$ cat config.mk
export PLATFORM = sky130hd
export DESIGN_NAME = aluTop
export DESIGN_NICKNAME = d
export VERILOG_FILES = /design/src/source/aluPkg.sv /design/src/source/aluIf.sv /design/src/source/aluShifter.sv /design/src/source/aluApbRegs.sv /design/src/source/aluExecute.sv /design/src/source/ccrUpdate.sv /design/src/source/aluTop.sv
export VERILOG_INCLUDE_DIRS = /design/src /design/src/include
export SDC_FILE = /design/constraint.sdc
export NUM_CORES = 1
export LEC_CHECK = 0
export BUFFER_PORTS_ARGS = -buffer_cell sky130_fd_sc_hd__buf_2
export CORE_MARGIN = 5
export CORE_UTILIZATION = 60
export CTS_CLUSTER_DIAMETER = 60
export DETAILED_ROUTE_END_ITERATION = 8
export PLACE_DENSITY = 0.83
export SLEW_MARGIN = 20
export SYNTH_ARGS = -nofsm -noshare
export SYNTH_HDL_FRONTEND = slang
export SYNTH_SLANG_ARGS = --single-unit
$ cat constraint.sdc
create_clock -name clk -period 10.42 [get_ports clk]
set_input_delay 1.563 -clock clk [delete_from_list [all_inputs] [get_ports clk]]
set_output_delay 1.563 -clock clk [all_outputs]
set_load 0.005 [all_outputs]
$ cat src/include/alu_settings.svh
// Width constants, control word layout and APB register offsets for the ALU
`ifndef ALU_SETTINGS_SVH
`define ALU_SETTINGS_SVH

// Datapath widths
`define ALU_DATA_W 16 // Operand and result width
`define ALU_CCR_W 5 // Flags X N Z V C

// APB address width covers offsets up to 0x10
`define ALU_APB_ADDR_W 5

// Control word layout
`define ALU_CTRL_OP_W 5 // Opcode field in bits 4:0
`define ALU_CTRL_BYTE_BIT 8 // Set for byte size

// Register offsets
`define ALU_REG_OPA 5'h00 // Operand A is source and shift operand
`define ALU_REG_OPD 5'h04 // Operand D is the destination
`define ALU_REG_CTRL 5'h08 // Writing starts one operation
`define ALU_REG_RESULT 5'h0C // Read only
`define ALU_REG_CCR 5'h10 // Flags in bits 4:0

`endif

$ cat src/source/aluPkg.sv
// Opcode enum, flag struct and opcode range check for the ALU
package aluPkg;

	// Codes as written into CTRL bits 4:0
	typedef enum logic [4:0] {
		opAnd = 5'd1,
		opAdd = 5'd2,
		opSub = 5'd3, // D minus A
		opAddx = 5'd4, // X as carry in
		opSubx = 5'd5,
		opNeg = 5'd6, // 0 minus A
		opNot = 5'd7, // 0 minus A minus 1
		opOr = 5'd8,
		opEor = 5'd9,
		opExt = 5'd10, // Byte to word
		opAsl = 5'd11,
		opAsr = 5'd12,
		opLsl = 5'd13,
		opLsr = 5'd14,
		opRol = 5'd15,
		opRor = 5'd16,
		opRoxl = 5'd17, // Rotate through X
		opRoxr = 5'd18
	} aluOpE;

	// Field order gives X in bit 4 and C in bit 0
	typedef struct packed {
		logic x; // Extend
		logic n; // Negative
		logic z; // Zero
		logic v; // Overflow
		logic c; // Carry or borrow
	} ccrT;

	// Codes 1 to 18 are defined
	function automatic logic opValid(input logic [4:0] code);
		return (code >= opAnd) && (code <= opRoxr);
	endfunction

endpackage

$ cat src/source/aluIf.sv
// Command interface and result interface with their source and sink modports
`timescale 1ns/1ps
`include "alu_settings.svh"

// Register block to execute stage
interface aluCmdIf;
	import aluPkg::*;

	logic valid; // One cycle start pulse
	logic [`ALU_DATA_W-1:0] opA; // Source and shift operand
	logic [`ALU_DATA_W-1:0] opD; // Destination operand
	aluOpE op;
	logic isByte;

	modport source(output valid, opA, opD, op, isByte);
	modport sink(input valid, opA, opD, op, isByte);
endinterface

// Execute stage to flag logic and result capture
interface aluResIf;
	import aluPkg::*;

	logic valid; // One cycle per operation
	logic [`ALU_DATA_W-1:0] result;
	aluOpE op; // Selects flag mask
	ccrT flags; // Raw flags before masking

	modport source(output valid, result, op, flags);
	modport sink(input valid, result, op, flags);
endinterface

$ cat src/source/aluShifter.sv
// One-bit shifter for shifts and rotates with carry-in placed by operand size
`timescale 1ns/1ps
`include "alu_settings.svh"

module aluShifter (
	input logic [`ALU_DATA_W-1:0] data,
	input logic isByte,
	input logic right,
	input logic cin, // Fill bit
	output logic [`ALU_DATA_W-1:0] result,
	output logic shiftOut, // Bit pushed out
	output logic msbChanged // Sign of active size flipped
);
	logic msbIn; // Sign bit before shift
	logic msbOut; // Sign bit after shift

	always_comb begin
		if (right) begin
			if (isByte)
				result = {data[`ALU_DATA_W-1:8], cin, data[7:1]}; // Upper byte kept
			else
				result = {cin, data[`ALU_DATA_W-1:1]};
		end else begin
			if (isByte)
				result = {data[`ALU_DATA_W-1:8], data[6:0], cin};
			else
				result = {data[`ALU_DATA_W-2:0], cin};
		end
	end

	assign msbIn = isByte ? data[7] : data[`ALU_DATA_W-1];
	assign msbOut = isByte ? result[7] : result[`ALU_DATA_W-1];

	// Left shifts lose the sign bit and right shifts lose bit 0
	assign shiftOut = right ? data[0] : msbIn;
	assign msbChanged = msbIn ^ msbOut; // ASL overflow

endmodule

$ cat src/source/aluApbRegs.sv
// APB slave with operand, control and result registers, read mux and error response
`timescale 1ns/1ps
`include "alu_settings.svh"

module aluApbRegs (
	input logic clk,
	input logic arstN,
	input logic psel,
	input logic penable,
	input logic pwrite,
	input logic [`ALU_APB_ADDR_W-1:0] paddr,
	input logic [31:0] pwdata,
	output logic [31:0] prdata,
	output logic pready,
	output logic pslverr,
	aluCmdIf.source cmd,
	aluResIf.sink res,
	input aluPkg::ccrT ccr,
	output logic ccrWrite,
	output aluPkg::ccrT ccrWdata
);
	import aluPkg::*;

	logic access; // ACCESS cycle, completes at this edge
	logic wrAccess;
	logic addrHit; // One of the five offsets
	logic opBad; // CTRL write with unknown opcode
	logic errAccess;
	logic ctrlWrite; // Accepted start
	logic [`ALU_DATA_W-1:0] opAQ;
	logic [`ALU_DATA_W-1:0] opDQ;
	logic [`ALU_CTRL_OP_W-1:0] opQ;
	logic isByteQ;
	logic cmdValidQ;
	logic [`ALU_DATA_W-1:0] resultQ;
	logic [31:0] rdata;

	assign pready = 1'b1; // No wait states
	assign access = psel && penable;
	assign wrAccess = access && pwrite;

	// Address decode
	always_comb begin
		case (paddr)
			`ALU_REG_OPA,
			`ALU_REG_OPD,
			`ALU_REG_CTRL,
			`ALU_REG_RESULT,
			`ALU_REG_CCR: addrHit = 1'b1;
			default: addrHit = 1'b0;
		endcase
	end

	assign opBad = pwrite && (paddr == `ALU_REG_CTRL) &&
		!opValid(pwdata[`ALU_CTRL_OP_W-1:0]);
	assign errAccess = access && (!addrHit || opBad);
	assign pslverr = errAccess; // Only during ACCESS
	assign ctrlWrite = wrAccess && (paddr == `ALU_REG_CTRL) && !opBad;

	// Host flag write lands at its own ACCESS edge
	assign ccrWrite = wrAccess && (paddr == `ALU_REG_CCR);
	assign ccrWdata = pwdata[`ALU_CCR_W-1:0];

	// Operand and control registers
	always_ff @(posedge clk or negedge arstN) begin
		if (!arstN) begin
			opAQ <= '0;
			opDQ <= '0;
			opQ <= '0;
			isByteQ <= 1'b0;
		end else if (wrAccess && !errAccess) begin
			case (paddr)
				`ALU_REG_OPA: opAQ <= pwdata[`ALU_DATA_W-1:0];
				`ALU_REG_OPD: opDQ <= pwdata[`ALU_DATA_W-1:0];
				`ALU_REG_CTRL: begin
					opQ <= pwdata[`ALU_CTRL_OP_W-1:0];
					isByteQ <= pwdata[`ALU_CTRL_BYTE_BIT];
				end
				default: ; // RESULT is read only and CCR goes to the flag block
			endcase
		end
	end

	// Start pulse and result capture
	always_ff @(posedge clk or negedge arstN) begin
		if (!arstN) begin
			cmdValidQ <= 1'b0;
			resultQ <= '0;
		end else begin
			cmdValidQ <= ctrlWrite; // High for the cycle after the write
			if (res.valid)
				resultQ <= res.result;
		end
	end

	assign cmd.valid = cmdValidQ;
	assign cmd.opA = opAQ;
	assign cmd.opD = opDQ;
	assign cmd.op = aluOpE'(opQ); // Range checked on write
	assign cmd.isByte = isByteQ;

	// Read mux, zero extended
	always_comb begin
		rdata = '0;
		case (paddr)
			`ALU_REG_OPA: rdata[`ALU_DATA_W-1:0] = opAQ;
			`ALU_REG_OPD: rdata[`ALU_DATA_W-1:0] = opDQ;
			`ALU_REG_CTRL: begin
				rdata[`ALU_CTRL_OP_W-1:0] = opQ;
				rdata[`ALU_CTRL_BYTE_BIT] = isByteQ;
			end
			`ALU_REG_RESULT: rdata[`ALU_DATA_W-1:0] = resultQ;
			`ALU_REG_CCR: rdata[`ALU_CCR_W-1:0] = ccr;
			default: ; // Unmapped reads return zero with an error
		endcase
	end

	assign prdata = (access && !pwrite) ? rdata : '0; // Zero outside read ACCESS

	// SETUP always moves on to ACCESS with select held
	apbSetupToAccess: assert property (@(posedge clk) disable iff (!arstN)
		(psel && !penable) |=> (psel && penable));

	// Enable never seen without select
	apbEnableNeedsSel: assert property (@(posedge clk) disable iff (!arstN)
		penable |-> psel);

endmodule

$ cat src/source/aluExecute.sv
// Execute stage with adder, logic ops, EXT, shifter control, raw flags and result register
`timescale 1ns/1ps
`include "alu_settings.svh"

module aluExecute (
	input logic clk,
	input logic arstN,
	aluCmdIf.sink cmd,
	aluResIf.source res,
	input logic xFlag // Current X from the flag register
);
	import aluPkg::*;

	logic isAdd; // Add, otherwise subtract
	logic addCin;
	logic [`ALU_DATA_W-1:0] addD; // Zero for NEG and NOT
	logic [`ALU_DATA_W:0] sumWord;
	logic [8:0] sumByte;
	logic [`ALU_DATA_W-1:0] sum;
	logic addCout; // Carry or borrow of active size
	logic signA;
	logic signD;
	logic signR;
	logic srcSign; // A sign seen by the adder
	logic addOv;
	logic shRight;
	logic shCin;
	logic shMsb; // Sign bit of A at active size
	logic [`ALU_DATA_W-1:0] shResult;
	logic shOut;
	logic shMsbChanged;
	logic [`ALU_DATA_W-1:0] result;
	ccrT flags;

	// Adder controls
	assign isAdd = (cmd.op == opAdd) || (cmd.op == opAddx);
	assign addD = ((cmd.op == opNeg) || (cmd.op == opNot)) ? '0 : cmd.opD;

	always_comb begin
		case (cmd.op)
			opAddx, opSubx: addCin = xFlag;
			opNot: addCin = 1'b1; // 0 - A - 1
			default: addCin = 1'b0;
		endcase
	end

	// Both sizes computed with carry bit on top
	assign sumWord = isAdd ?
		{1'b0, addD} + {1'b0, cmd.opA} + {{`ALU_DATA_W{1'b0}}, addCin} :
		{1'b0, addD} - {1'b0, cmd.opA} - {{`ALU_DATA_W{1'b0}}, addCin};
	assign sumByte = isAdd ?
		{1'b0, addD[7:0]} + {1'b0, cmd.opA[7:0]} + {8'b0, addCin} :
		{1'b0, addD[7:0]} - {1'b0, cmd.opA[7:0]} - {8'b0, addCin};

	assign sum = cmd.isByte ? {addD[`ALU_DATA_W-1:8], sumByte[7:0]} : sumWord[`ALU_DATA_W-1:0];
	assign addCout = cmd.isByte ? sumByte[8] : sumWord[`ALU_DATA_W];

	// Signed overflow of active size
	assign signA = cmd.isByte ? cmd.opA[7] : cmd.opA[`ALU_DATA_W-1];
	assign signD = cmd.isByte ? addD[7] : addD[`ALU_DATA_W-1];
	assign signR = cmd.isByte ? sumByte[7] : sumWord[`ALU_DATA_W-1];
	assign srcSign = isAdd ? signA : ~signA; // Subtract adds the inverse
	assign addOv = (srcSign & signD & ~signR) | (~srcSign & ~signD & signR);

	// Shift direction and fill bit
	assign shRight = cmd.op inside {opAsr, opLsr, opRor, opRoxr};
	assign shMsb = signA;

	always_comb begin
		case (cmd.op)
			opAsr, opRol: shCin = shMsb; // Sign repeat or wrap
			opRor: shCin = cmd.opA[0];
			opRoxl, opRoxr: shCin = xFlag; // Through X
			default: shCin = 1'b0; // Logical and ASL fill
		endcase
	end

	aluShifter uShifter (
		.data(cmd.opA),
		.isByte(cmd.isByte),
		.right(shRight),
		.cin(shCin),
		.result(shResult),
		.shiftOut(shOut),
		.msbChanged(shMsbChanged)
	);

	// Result select
	always_comb begin
		case (cmd.op)
			opAnd: result = cmd.opA & cmd.opD;
			opOr: result = cmd.opA | cmd.opD;
			opEor: result = cmd.opA ^ cmd.opD;
			opExt: result = {{(`ALU_DATA_W-8){cmd.opA[7]}}, cmd.opA[7:0]};
			opAsl, opAsr, opLsl, opLsr,
			opRol, opRor, opRoxl, opRoxr: result = shResult;
			default: result = sum; // Adder group
		endcase
	end

	// Raw flags, the mask decides what lands
	always_comb begin
		flags.x = xFlag;
		flags.n = cmd.isByte ? result[7] : result[`ALU_DATA_W-1];
		flags.z = cmd.isByte ? ~|result[7:0] : ~|result;
		flags.v = 1'b0; // Clear for logic, NOT and EXT
		flags.c = 1'b0;
		case (cmd.op)
			opAdd, opSub, opAddx, opSubx, opNeg: begin
				flags.c = addCout;
				flags.x = addCout;
				flags.v = addOv;
			end
			opAsl: begin
				flags.c = shOut;
				flags.x = shOut;
				flags.v = shMsbChanged;
			end
			opAsr, opLsl, opLsr, opRoxl, opRoxr: begin
				flags.c = shOut;
				flags.x = shOut;
			end
			opRol, opRor: flags.c = shOut; // X untouched
			default: ;
		endcase
	end

	// Result register, one res cycle per command
	always_ff @(posedge clk or negedge arstN) begin
		if (!arstN) begin
			res.valid <= 1'b0;
			res.result <= '0;
			res.op <= opAnd; // Any legal code
			res.flags <= '0;
		end else begin
			res.valid <= cmd.valid;
			if (cmd.valid) begin
				res.result <= result;
				res.op <= cmd.op;
				res.flags <= flags;
			end
		end
	end

endmodule

$ cat src/source/ccrUpdate.sv
// Flag register with per-opcode update masks, extended Z rule and host writes
`timescale 1ns/1ps

module ccrUpdate (
	input logic clk,
	input logic arstN,
	aluResIf.sink res,
	input logic ccrWrite, // Host write strobe
	input aluPkg::ccrT ccrWdata,
	output aluPkg::ccrT ccr,
	output logic xFlag
);
	import aluPkg::*;

	ccrT ccrQ;
	ccrT mask; // Set bits take the raw flag
	ccrT nextCcr;

	// Update mask per opcode
	always_comb begin
		mask = '1; // Arithmetic, shifts and ROX touch all five
		case (res.op)
			opAnd, opOr, opEor,
			opNot, opExt,
			opRol, opRor: mask.x = 1'b0; // X kept
			default: ;
		endcase
	end

	// Merge raw flags into old ones
	always_comb begin
		nextCcr = (res.flags & mask) | (ccrQ & ~mask);
		if ((res.op == opAddx) || (res.op == opSubx))
			nextCcr.z = res.flags.z & ccrQ.z; // Multi-word ops only clear Z
	end

	// Flag register
	always_ff @(posedge clk or negedge arstN) begin
		if (!arstN)
			ccrQ <= '0;
		else if (res.valid)
			ccrQ <= nextCcr; // Operation wins
		else if (ccrWrite)
			ccrQ <= ccrWdata; // Direct host load
	end

	assign ccr = ccrQ;
	assign xFlag = ccrQ.x; // Carry in for ADDX SUBX ROXL ROXR

	// One result per command
	resValidPulse: assert property (@(posedge clk) disable iff (!arstN)
		res.valid |=> !res.valid);

	// Host writes never meet a result update
	ccrWriteNoClash: assert property (@(posedge clk) disable iff (!arstN)
		!(res.valid && ccrWrite));

endmodule

$ cat src/source/aluTop.sv
// Top level with APB ports, interface instances, register block, execute stage and flag logic
`timescale 1ns/1ps
`include "alu_settings.svh"

module aluTop (
	input logic clk,
	input logic arstN,
	input logic psel,
	input logic penable,
	input logic pwrite,
	input logic [`ALU_APB_ADDR_W-1:0] paddr,
	input logic [31:0] pwdata,
	output logic [31:0] prdata,
	output logic pready,
	output logic pslverr
);
	import aluPkg::*;

	ccrT ccr; // Flag register for reads
	ccrT ccrWdata;
	logic ccrWrite;
	logic xFlag;

	aluCmdIf cmdIf ();
	aluResIf resIf ();

	// APB side
	aluApbRegs uApbRegs (
		.clk(clk),
		.arstN(arstN),
		.psel(psel),
		.penable(penable),
		.pwrite(pwrite),
		.paddr(paddr),
		.pwdata(pwdata),
		.prdata(prdata),
		.pready(pready),
		.pslverr(pslverr),
		.cmd(cmdIf),
		.res(resIf),
		.ccr(ccr),
		.ccrWrite(ccrWrite),
		.ccrWdata(ccrWdata)
	);

	aluExecute uExecute (
		.clk(clk),
		.arstN(arstN),
		.cmd(cmdIf),
		.res(resIf),
		.xFlag(xFlag)
	);

	ccrUpdate uCcrUpdate (
		.clk(clk),
		.arstN(arstN),
		.res(resIf),
		.ccrWrite(ccrWrite),
		.ccrWdata(ccrWdata),
		.ccr(ccr),
		.xFlag(xFlag)
	);

endmodule

==> impl_results.md <==
* Clk Latency, worst-skew pair at 0.35 ns
* Hold Buf Count CTS at 0
* Post-route minimum period at 5.03 ns
* Pin count of the biggest net entering global routing at 70
* Largest area contributor in the netlist: dfrtp_1
* GRT overflow at 0
* Fmax at 0.199 GHz
* Vias in the first global route at 6971
* WP data required at 10.69 ns
* Initial Util at 60.4%
* Die Span Y at 125 µm
* Sw Pwr at 0.000489 W
* DRC at 0
* Status: finished, final reports clean
* Share of the synthesized area in the top cell type at 27.2%
* Die area at 15600 µm²
* # port buffers at 42
* Post-synth EDFFs at 0
* Syn avg cell area at 8.41 µm²
* Cell Chain, Critical Path: nor2b_1 -> nand3b_2 -> nand2_1 -> ha_1 -> inv_1 -> ha_1 -> nand2_1 -> nor3_1 -> nor2_1 -> xnor2_1 -> a221oi_1 -> nand4_1 -> nor4_2 -> nand4b_1 -> o21ai_1
* Register area at 2180 µm²
* Slew margin rel. at 23.8%
* Sequential Power Share at 32.6%
* Longest Clk Path Bufs at 2
* Post-CTS Setup Inserts at 0
* Inserted Clock Buffers at 9
* CTS tree: done
* Final wirelength at 22600 µm
* FF+latch count, synth at 87
* Initial antenna violation count at 0
* Mux cell area share after synthesis at 9.75%
* H-tree level count at 3
* Compound-cell area share of the yosys netlist at 20.9%
* Final Wtd Congestion at 0.961
* Synthesized-area fraction occupied by and/or/nand/nor cells at 17.5%
* R2r setup slk at 5.39 ns
* RSZ-0062 raised after global routing: no
* Int Power at 0.000749 W
* Core ar. at 13100 µm²
* Comb pwr share at 40.2%
* CTS Sinks at 87
* Slew Viols, Final at 0
* Crit path max-delay family: simple AND/OR/NAND/NOR gates
* Row count at 42
* Gate Count Post-Synth at 940
* Power per cell area at 147 nW/µm²
* Die W at 125 µm
* Via/cell ratio at 6.48
* Startpoint types: register
* Clock Skews at 0.00837 ns
* Crit Path Class: register to register
* Setup TNS at 0 ns
* Worst Tran Pin Value at 1.13 ns
* Post-synthesis sequential area ratio at 27.6%
* Clock Pin Slew Worst Setup and Hold Paths at 0.07 ns
* Syn Std Cell Area at 7910 µm²
* Final net count at 1074
* Pwr Total at 0.00124 W
* Io pins at 76
* Layout cells sized above 1 at 14.2%
* Post-route ant nets at 0
* Sw frac at 39.5%
* Finish-stage setup viols at 0
* Synth Flop Type: dfrtp_1
* Most frequent cells in the layout: 86 x nand2_1, 86 x nor2_1, 86 x dfrtp_1
* Crit. End Element: register
* Crit-path max FO at 25
* Final hold vios at 0
* Post-synth cell types at 83
* Max-cap violation count at 0
* Cts repair resizes at 0
* Combinational family with the most area after synthesis: compound AO/OA/AOI/OAI gates
* Adder-cell share of the synthesized area at 12.9%
* CTS root buf: clkbuf_16
* XOR/XNOR Fraction of Synth Area at 2.88%
* Top post-synthesis cells by area: dfrtp_1 27%, ha_1 12%, mux2_2 6.8%
* Multi-input logic area at 5120 µm²
* ANT cells at 0
* Crit path DAT at 5.30 ns
* Initial DRT Pass Iterations at 6
* Via count at 7348
* Fillers at 1104
* FFs w/ async S/R, synth at 100%
* CP max-delay cell: dfrtp_1
* Final Cycle Share at 48.3%
* Static Leak at 3.89 nW
* Type of the tightest min-delay check: register to register
* Drt first-iter violations at 879
* Worst path buffer plus inverter count at 1
* Gr usage total at 28.5%
* Worst vdd ir at 0.114 mV
* Clock power frac at 27.2%
* Yosys Warn Count at 0
* DP Wirelength at 16600 µm
* First-pass GRT wire length at 36000 µm
* WL/cell at 19.9 µm
* Critical Path Max Stage Delay at 0.91 ns
* Layout area overhead at 6.43%
worst reg2reg max path, delay by kind of cell (launching register included):
kind / cells / cell delay [ns]
buffers and inverters: 1 / 0.09
AOI/OAI and AO/OA: 2 / 0.77
DFF: 1 / 0.91
adders and majority gates: 2 / 0.57
and+or+nand+nor: 9 / 2.42
xor gates and xnor gates: 1 / 0.18
layer usage:
metal  track usage [%]  vias up  wire, µm
met1              37.5     3473      9280
li1                  -     3365         -
met4              14.6        0      1330
met2              44.8      400     10200
met5                 0        -         0
met3              5.10      110      1750
power groups by stage:
stage / Clock [W] / Combinational, W / Sequential [W]
after CTS: 0.000337 / 0.000489 / 0.000402
after global placement: 0 / 0.000475 / 0.000407
after detailed placement: 0 / 0.000485 / 0.000408
after global routing: 0.000351 / 0.000548 / 0.000407
final: 0.000336 / 0.000498 / 0.000404
after floorplan: 0 / 0.000372 / 0.000392
path summary, 6_finish.rpt:
check | start | depth (start not counted) | end
worst max register to register | uApbRegs.cmd.op[1] | 15 | uExecute.res.flags[2]
max in group asynchronous | arstN | 2 | uCcrUpdate.ccr[0]
worst min-delay path | uCcrUpdate.ccr[0] | 2 | uCcrUpdate.ccr[0]
worst max-delay path | uApbRegs.cmd.op[1] | 15 | uExecute.res.flags[2]
worst min register to register | uCcrUpdate.ccr[0] | 2 | uCcrUpdate.ccr[0]
min in group asynchronous | arstN | 1 | uApbRegs.cmd.opD[10]
sequential cells by signal, indices dropped and copies added, names as in the netlist, named ones only:
register / cells
uApbRegs.cmd.op: 5
uExecute.res.flags: 5
uApbRegs.resultQ: 16
uApbRegs.cmd.opD: 16
uExecute.res.op: 5
uCcrUpdate.ccr: 4
uApbRegs.cmd.isByte: 1
uExecute.res.result: 16
uApbRegs.cmd.opA: 16
uExecute.res.valid: 1
uApbRegs.cmd.valid: 1
layout make-up:
type	instances	area share, %
clock inverter	5	0.758
inverter	85	3.79
timing repair buffer	50	3.24
tap	176	2.62
clock buffer	11	2.89
multi-input combinational	720	60.8
sequential	87	25.9
kinds of logic (layout without fill, tap and decap cells):
logic type | Yosys count | count (layout)
xor+xnor | 26 | 26
flops | 87 | 87
fa+ha+maj | 79 | 79
mux | 71 | 71
buf+inv | 148 | 151
other cells | 2 | 17
simple gates | 282 | 282
compound gates | 245 | 245
cells in the mapped netlist, types with 14 or more instances:
cell / number
a21o_1: 14
a21oi_1: 63
a221oi_1: 15
a22oi_1: 14
a31oi_1: 15
buf_2: 15
buf_4: 19
clkbuf_1: 25
dfrtp_1: 86
ha_1: 75
inv_1: 84
mux2_2: 48
mux2i_1: 23
nand2_1: 86
nor2_1: 86
nor3_1: 23
o21ai_0: 43
xnor2_1: 21
per-stage QoR:
stage | instance area [µm²] | utilization [%] | hold WS [ns] | instances | setup WS, ns
finish | 8410 | 64.3 | 0.489 | 1134 | 5.39
global route | 8410 | 64.3 | 0.517 | 1134 | 5.12
CTS | 8410 | 64.3 | 0.491 | 1134 | 5.50
detailed placement | 8110 | 61.9 | 0.480 | 1118 | 5.53
global placement | 8110 | 61.9 | 0.470 | 1118 | 5.65
floorplan | 7960 | - | 0.352 | 955 | 6.16
Power figures use the tool's default switching activity.
